File: src/hw/mem_stage_pkg.sv
package mem_stage_pkg;

    // architectural widths
    localparam int xlen      = 32;
    localparam int pfn_width = 20;

    // cacheable, noncoherent, write-back
    localparam logic [2:0] cca_cached = 3'b011;

    // cause.exccode values used by the data side
    typedef enum logic [4:0] {
        exc_int    = 5'd0,
        exc_tlbmod = 5'd1,
        exc_tlbl   = 5'd2,
        exc_tlbs   = 5'd3,
        exc_adel   = 5'd4,
        exc_ades   = 5'd5,
        exc_ov     = 5'd12,
        exc_trap   = 5'd13
    } exc_code_t;

    typedef enum logic [1:0] {
        size_byte = 2'd0,
        size_half = 2'd1,
        size_word = 2'd2
    } acc_size_t;

    // left is lwl/swl, right is lwr/swr
    typedef enum logic [1:0] {
        part_none  = 2'd0,
        part_left  = 2'd1,
        part_right = 2'd2
    } partial_op_t;

endpackage

File: src/hw/addr_translate.sv
module addr_translate (
    input  logic [mem_stage_pkg::xlen-1:0]      vaddr,
    input  logic                                access_en,
    input  logic [2:0]                          config_k0,
    input  logic [mem_stage_pkg::pfn_width-1:0] tlb_pfn,
    input  logic [2:0]                          tlb_cca,
    output logic                                mapped,
    output logic [31:0]                         paddr,
    output logic                                uncached
);
    import mem_stage_pkg::*;

    logic kseg0;
    logic seg_mapped;
    logic cached;

    assign kseg0 = (vaddr[31:29] == 3'b100);

    // useg, kseg2 and kseg3 go through the tlb
    assign seg_mapped = ~vaddr[31] | (vaddr[31] & vaddr[30]);
    assign mapped     = seg_mapped & access_en;

    always_comb begin
        if (mapped) begin
            paddr = {tlb_pfn, vaddr[11:0]};   // 4k page
        end else begin
            paddr = {3'b000, vaddr[28:0]};
        end
    end

    // kseg1 never matches either term
    assign cached   = (kseg0 & (config_k0 == cca_cached)) |
                      (mapped & (tlb_cca == cca_cached));
    assign uncached = ~cached;

endmodule

File: src/hw/ll_sc_link.sv
module ll_sc_link (
    input  logic                           clk,
    input  logic                           reset,
    input  logic [mem_stage_pkg::xlen-1:0] vaddr,
    input  logic                           access_en,
    input  logic                           is_store,
    input  logic                           ll,
    input  logic                           sc,
    input  logic                           exception,
    input  logic                           eret,
    output logic                           sc_ok,
    output logic                           store_commit,
    output logic                           access_commit
);
    import mem_stage_pkg::*;

    logic            link_bit;
    logic [xlen-1:0] link_addr;

    // clearing wins over a new ll
    always_ff @(posedge clk) begin
        if (reset || exception || eret) begin
            link_bit <= 1'b0;
        end else if (access_en && ll) begin
            link_bit <= 1'b1;
        end
    end

    always_ff @(posedge clk) begin
        if (access_en && ll) begin
            link_addr <= vaddr;
        end
    end

    assign sc_ok = link_bit & sc & (link_addr == vaddr);

    // a failed sc neither writes nor requests
    assign access_commit = ~sc | sc_ok;
    assign store_commit  = is_store & access_commit;

endmodule

File: src/hw/mem_exc_detect.sv
module mem_exc_detect (
    input  logic [mem_stage_pkg::xlen-1:0]   vaddr,
    input  logic                             mapped,
    input  logic                             is_store,
    input  logic                             is_load,
    input  logic                             store_commit,
    input  mem_stage_pkg::acc_size_t         size,
    input  mem_stage_pkg::partial_op_t       partial_op,
    input  logic                             access_en,
    input  logic                             interrupt,
    input  logic                             overflow,
    input  logic                             trap,
    input  logic                             tlb_found,
    input  logic                             tlb_valid,
    input  logic                             tlb_dirty,
    output logic                             exception,
    output mem_stage_pkg::exc_code_t         exc_code,
    output logic [mem_stage_pkg::xlen-1:0]   badvaddr,
    output logic                             tlb_refill
);
    import mem_stage_pkg::*;

    logic misaligned;
    logic ades;
    logic adel;
    logic entry_bad;
    logic tlbl;
    logic tlbs;
    logic tlbmod;
    logic tlb_exc;

    always_comb begin
        case (size)
            size_half: misaligned = vaddr[0];
            size_word: misaligned = (vaddr[1:0] != 2'b00);
            default:   misaligned = 1'b0;
        endcase
    end

    // lwl/lwr/swl/swr never fault on alignment
    assign ades = access_en & is_store & (partial_op == part_none) & misaligned;
    assign adel = access_en & is_load & (partial_op == part_none) & misaligned;

    assign entry_bad = ~tlb_found | ~tlb_valid;   // refill or invalid

    assign tlbl   = mapped & ~store_commit & entry_bad;
    assign tlbs   = mapped & store_commit & entry_bad;
    assign tlbmod = mapped & store_commit & tlb_found & tlb_valid & ~tlb_dirty;

    assign tlb_exc    = tlbl | tlbs | tlbmod;
    assign tlb_refill = mapped & ~tlb_found;

    assign exception = interrupt | overflow | trap | ades | adel | tlb_exc;

    always_comb begin
        exc_code = exc_int;
        badvaddr = vaddr;
        if (interrupt) begin
            exc_code = exc_int;
            badvaddr = '0;
        end else if (overflow) begin
            exc_code = exc_ov;
            badvaddr = '0;
        end else if (trap) begin
            exc_code = exc_trap;
            badvaddr = '0;
        end else if (ades) begin
            exc_code = exc_ades;
        end else if (adel) begin
            exc_code = exc_adel;
        end else if (tlbl) begin
            exc_code = exc_tlbl;
        end else if (tlbs) begin
            exc_code = exc_tlbs;
        end else if (tlbmod) begin
            exc_code = exc_tlbmod;
        end
    end

endmodule

File: src/hw/mem_req_issue.sv
module mem_req_issue (
    input  logic [31:0]                    paddr,
    input  logic                           uncached,
    input  logic                           access_en,
    input  logic                           exception,
    input  logic                           eret,
    input  logic                           store_commit,
    input  logic                           access_commit,
    input  mem_stage_pkg::acc_size_t       size,
    input  mem_stage_pkg::partial_op_t     partial_op,
    input  logic [mem_stage_pkg::xlen-1:0] store_data,
    output logic                           cache_valid,
    output logic                           uncache_valid,
    output logic                           mem_en,
    output logic [3:0]                     wstrb,
    output logic [mem_stage_pkg::xlen-1:0] wdata,
    output logic                           sc_result,
    output logic                           stage_invalid
);
    import mem_stage_pkg::*;

    logic [1:0] lane;
    logic       req;
    logic [4:0] left_shift;
    logic [4:0] right_shift;

    assign lane = paddr[1:0];
    assign req  = access_en & access_commit;

    // byte distance of the register bytes for swl/swr
    assign left_shift  = {~lane, 3'b000};
    assign right_shift = {lane, 3'b000};

    always_comb begin
        wstrb = 4'b0000;
        if (req && store_commit) begin
            case (partial_op)
                part_left: begin
                    case (lane)
                        2'd0:    wstrb = 4'b0001;
                        2'd1:    wstrb = 4'b0011;
                        2'd2:    wstrb = 4'b0111;
                        default: wstrb = 4'b1111;
                    endcase
                end
                part_right: begin
                    case (lane)
                        2'd0:    wstrb = 4'b1111;
                        2'd1:    wstrb = 4'b1110;
                        2'd2:    wstrb = 4'b1100;
                        default: wstrb = 4'b1000;
                    endcase
                end
                default: begin
                    case (size)
                        size_byte: wstrb = 4'b0001 << lane;
                        size_half: wstrb = lane[1] ? 4'b1100 : 4'b0011;
                        default:   wstrb = 4'b1111;
                    endcase
                end
            endcase
        end
    end

    always_comb begin
        case (partial_op)
            part_left:  wdata = store_data >> left_shift;   // msb side to low lanes
            part_right: wdata = store_data << right_shift;
            default: begin
                case (size)
                    size_byte: wdata = {4{store_data[7:0]}};
                    size_half: wdata = {2{store_data[15:0]}};
                    default:   wdata = store_data;
                endcase
            end
        endcase
    end

    assign cache_valid   = req & ~uncached;
    assign uncache_valid = req & uncached;
    assign mem_en        = req & ~exception & ~eret;

    // sc writes 1 back only when the store went out
    assign sc_result     = cache_valid | uncache_valid;
    assign stage_invalid = exception | eret;

endmodule

File: src/hw/mem_access_top.sv
module mem_access_top (
    input  logic                                clk,
    input  logic                                reset,
    input  logic                                access_en,
    input  logic                                is_store,
    input  logic                                is_load,
    input  mem_stage_pkg::acc_size_t            size,
    input  mem_stage_pkg::partial_op_t          partial_op,
    input  logic [mem_stage_pkg::xlen-1:0]      vaddr,
    input  logic [mem_stage_pkg::xlen-1:0]      store_data,
    input  logic                                ll,
    input  logic                                sc,
    input  logic                                interrupt,
    input  logic                                overflow,
    input  logic                                trap,
    input  logic                                eret,
    input  logic [2:0]                          config_k0,
    input  logic                                tlb_found,
    input  logic                                tlb_valid,
    input  logic                                tlb_dirty,
    input  logic [mem_stage_pkg::pfn_width-1:0] tlb_pfn,
    input  logic [2:0]                          tlb_cca,
    output logic [31:0]                         paddr,
    output logic                                uncached,
    output logic                                cache_valid,
    output logic                                uncache_valid,
    output logic                                mem_en,
    output logic [3:0]                          wstrb,
    output logic [mem_stage_pkg::xlen-1:0]      wdata,
    output logic                                exception,
    output mem_stage_pkg::exc_code_t            exc_code,
    output logic [mem_stage_pkg::xlen-1:0]      badvaddr,
    output logic                                tlb_refill,
    output logic                                sc_result,
    output logic                                stage_invalid
);
    import mem_stage_pkg::*;

    logic mapped;
    logic sc_ok;    // link hit, probed by the checkers
    logic store_commit;
    logic access_commit;

    addr_translate u_translate (
        .vaddr(vaddr), .access_en(access_en), .config_k0(config_k0),
        .tlb_pfn(tlb_pfn), .tlb_cca(tlb_cca),
        .mapped(mapped), .paddr(paddr), .uncached(uncached)
    );

    ll_sc_link u_link (
        .clk(clk), .reset(reset), .vaddr(vaddr), .access_en(access_en),
        .is_store(is_store), .ll(ll), .sc(sc), .exception(exception), .eret(eret),
        .sc_ok(sc_ok), .store_commit(store_commit), .access_commit(access_commit)
    );

    mem_exc_detect u_exc (
        .vaddr(vaddr), .mapped(mapped), .is_store(is_store), .is_load(is_load),
        .store_commit(store_commit), .size(size), .partial_op(partial_op),
        .access_en(access_en), .interrupt(interrupt), .overflow(overflow), .trap(trap),
        .tlb_found(tlb_found), .tlb_valid(tlb_valid), .tlb_dirty(tlb_dirty),
        .exception(exception), .exc_code(exc_code), .badvaddr(badvaddr),
        .tlb_refill(tlb_refill)
    );

    mem_req_issue u_issue (
        .paddr(paddr), .uncached(uncached), .access_en(access_en),
        .exception(exception), .eret(eret), .store_commit(store_commit),
        .access_commit(access_commit), .size(size), .partial_op(partial_op),
        .store_data(store_data), .cache_valid(cache_valid),
        .uncache_valid(uncache_valid), .mem_en(mem_en), .wstrb(wstrb), .wdata(wdata),
        .sc_result(sc_result), .stage_invalid(stage_invalid)
    );

endmodule

File: config.mk
export PLATFORM = sky130hd
export DESIGN_NAME = mem_access_top
export DESIGN_NICKNAME = d
export VERILOG_FILES = /design/src/hw/mem_stage_pkg.sv /design/src/hw/addr_translate.sv /design/src/hw/ll_sc_link.sv /design/src/hw/mem_exc_detect.sv /design/src/hw/mem_req_issue.sv /design/src/hw/mem_access_top.sv
export SDC_FILE = /design/constraint.sdc
export NUM_CORES = 1
export LEC_CHECK = 0
export ABC_CLOCK_PERIOD_IN_PS = 3200
export BUFFER_PORTS_ARGS = -buffer_cell sky130_fd_sc_hd__clkbuf_2
export CAP_MARGIN = 10
export CORE_AREA = 2 2 93 95
export CTS_BUF_LIST = sky130_fd_sc_hd__clkbuf_4 sky130_fd_sc_hd__clkbuf_8
export DETAILED_ROUTE_END_ITERATION = 8
export DIE_AREA = 0 0 95 97
export PLACE_DENSITY = 0.83
export SLEW_MARGIN = 30
export SYNTH_ARGS = -nofsm -noshare
export SYNTH_HDL_FRONTEND = slang
export SYNTH_SLANG_ARGS = --single-unit
File: constraint.sdc
create_clock -name clk -period 3.2 [get_ports clk]
set_clock_uncertainty 0.15 [all_clocks]
set_input_delay 0.64 -clock clk [delete_from_list [all_inputs] [get_ports clk]]
set_output_delay 0.64 -clock clk [all_outputs]
set_load 0.02 [all_outputs]
==> out/qor.yml <==
outcome:
  status: "completed"
clock_tree:
  clock-root-buffer: "clkbuf_8"
  cts.path.max_buffers: 2
  clk_pin_slew_worst_paths_ns: 0.07
  cts.sinks: 33
  hold_buffers: 0
  cts_tree: "done"
  numCtsBuffers: 5
  clock_latency_ns: 0.28
  htreeDepth: 2
logic_synthesis:
  synthSimpleGateAreaFrac_pct: 26.26
  synth-xor-area-share_pct: 7.334
  synth_edf_count: 32
  synth-seq-area-share_pct: 26.50
  ys_types: 47
  synth_compound_area_share_pct: 24.87
  ys_warn_count: 0
  yosys.area_share.adder_pct: 2.028
  ys_top_cells_by_area: "edfxtp_1, nand2_1, xor2_1, and2_1, a221oi_1"
  synth_seq_cells: 33
  synth_common_cells: "nand2_1, and2_1, edfxtp_1, a21oi_1, clkbuf_1"
  ys_async_sr_fraction_pct: 0
  synth_ff_type: "edfxtp_1"
  synth.most_common_cell: "nand2_1"
  synth_top_cell_area_share_pct: 25.95
  synth_top_area_cell: "edfxtp_1"
  synth_area_per_cell_sq_um: 7.861
  synth_top_family_by_area: "simple AND/OR/NAND/NOR gates"
  muxShareOfSynthArea_pct: 5.306
  syn-num-nets: 585
  synthCells: 471
  netlist_area_sq_um: 3702
setup_path:
  crit_start: "vaddr[22]"
  worst_r2r_endpoint: "u_link.link_bit$_SDFFE_PP0P_"
  worst-path-buf-inv: 3
  cpPeakStageDelay_ns: 0.45
  r2r-start: "u_link.link_addr[30]$_DFFE_PP_"
  end_kind: "primary output"
  crit_fanout: 12
  crit_type: "in2out"
  crit_chain: "clkbuf_2 -> xor2_1 -> nor4_1 -> nand3_1 -> o41a_1 -> buf_6 -> nor3_1 -> buf_2"
  cp_data_arrival_time_ns: 2.38
  slowest_stage: "o41a_1"
  start_kind: "input port"
  ff2ff_path_depth: 6
  worstPathRequired_ns: 2.41
  r2r_slack_ns: 1.09
  crit_cells: 8
  crit_family: "simple AND/OR/NAND/NOR gates"
placement:
  post-place-ws_ns: -0.1000
  gp_congestion: 0.9226
  dpl.hpwl_um: 10130
  place.port_buffers: 219
  place_inst: 780
sta:
  period_minus_slack_ns: 3.175
  fmax_mhz: 315.0
  drv_slew: 0
  setup_viol: 0
  hold_ws_ns: 0.4414
  slew_headroom_pct: 53.21
  rsz0062_at_grt: "true"
  period_share_pct: 99.22
  hold_viol_final: 0
  setup_ws_ns: 0.02501
  worstMarginPinSlew_ns: 0.6972
worst_hold_path:
  min_to: "u_link.link_addr[19]$_DFFE_PP_"
  hp-start: "vaddr[19]"
  min_path_type: "in2reg"
  min_path_cells: 1
drt:
  drt_wl_total_um: 13370
  route.vias.total: 4577
  via_per_inst: 5.801
  dr.pass1.iters: 7
  ant_nets: 0
  routedWlPerCell_um: 16.94
  drtIter0Drc: 252
  drc: 0
grt:
  overflow: 0
  grt_usage_pct: 27.58
  antenna_found_initial: 0
  grt_pass1_wl_um: 20420
  grt_max_degree: 41
  grt_pass1_vias: 4126
floorplanning:
  core-area_sq_um: 8134
  rows: 33
  start_util_pct: 45.52
  fp.dieW_um: 95
  die-area_sq_um: 9215
  die_y_um: 97
  ios: 221
power_and_ir_drop:
  peakVddDrop_mv: 0.1736
  power_leakage_nw: 2.482
  p_per_area_nw_per_um2: 313.9
  finalPower_mw: 1.601
cells_and_area:
  area_growth_pct: 37.72
  drive_gt1_share_pct: 40.06
  fin_nets: 797
  finish.utilization_pct: 62.68
  fin_cells: 789
  fill_cells: 706
  n_antenna_cell: 0
job:
  maxCapViolations: 0
[cell usage in the layout, fill, tap and decap left out, types with 6 or more instances in the layout]
cell type,Yosys,final
clkbuf_2,0,211
nand2_1,89,89
and2_1,39,39
buf_4,13,35
edfxtp_1,32,32
a21oi_1,31,31
xor2_1,30,30
nor2_1,27,27
a221oi_1,24,24
o21ai_0,19,17
a22o_1,15,15
a22oi_1,13,13
a211oi_1,11,11
a31oi_1,9,9
nor3b_1,8,8
inv_1,7,7
clkbuf_8,0,7
ha_1,6,6
buf_2,3,6
[state kept, by name, indices dropped and copies added (netlist names)]
| name | flops |
|---|---|
| u_link.link_addr | 32 |
| u_link.link_bit | 1 |
[report_power, final]
part | switching (mW) | internal, mW | total, mW | leakage [nW]
Sequential | 0.0121 | 0.506 | 0.518 | 0.308
Clock | 0.147 | 0.194 | 0.342 | 0.0542
Combinational | 0.461 | 0.280 | 0.741 | 2.12
Total | 0.620 | 0.980 | 1.60 | 2.48
[through the flow]
step | instance area [sq um] | setup TNS [ns]
2_1_floorplan | 3702 | 0
3_3_place_gp | 4955 | -0.3553
3_5_place_dp | 4955 | -0.8095
4_1_cts | 5064 | 0
5_1_grt | 5099 | -0.01043
6_report | 5099 | 0
[worst max path at each step]
| stage | to | slack (ns) |
|---|---|---|
| final | wstrb[2] | 0.03 |
| after global routing | wstrb[1] | -0.009 |
| after CTS | wstrb[2] | 0.002 |
| after detailed placement | mem_en | -0.10 |
| after global placement | mem_en | -0.08 |
| after floorplan | wstrb[0] | 0.05 |
[metal layers]
layer	global-route usage, %	up-vias	share of wire, %
li1	-	2138	-
met1	34.69	2099	38
met2	46.75	300	49
met3	4.206	40	9.2
met4	10.93	0	3.1
met5	0	-	0
[layout make-up]
class,count,area [sq um],area share [%]
Clock buffer,7,96.34,1.890
Clock inverter,1,5.005,0.09816
Inverter,7,26.28,0.5153
Multi-Input combinational cell,381,2467,48.39
Sequential cell,33,980.9,19.24
Tap cell,105,131.4,2.577
Timing Repair Buffer,255,1391,27.29
[cells by family after synthesis]
kind of cell | count (synthesis)
AO/OA/AOI/OAI | 133
XOR/XNOR | 31
adder cells (fa/ha/maj) | 6
buffers and inverters | 57
flip-flops | 33
multiplexers | 10
other | 1
AND/OR/NAND/NOR | 200
[what timing repair did]
| action | 4_1_cts | 5_1_grt |
|---|---|---|
| resized for setup | 0 | 18 |
| setup endpoints to repair | 11 | 14 |
| setup buffers | 1 | 0 |
| pin swaps | 1 | 2 |
Power figures use the tool's default switching activity.
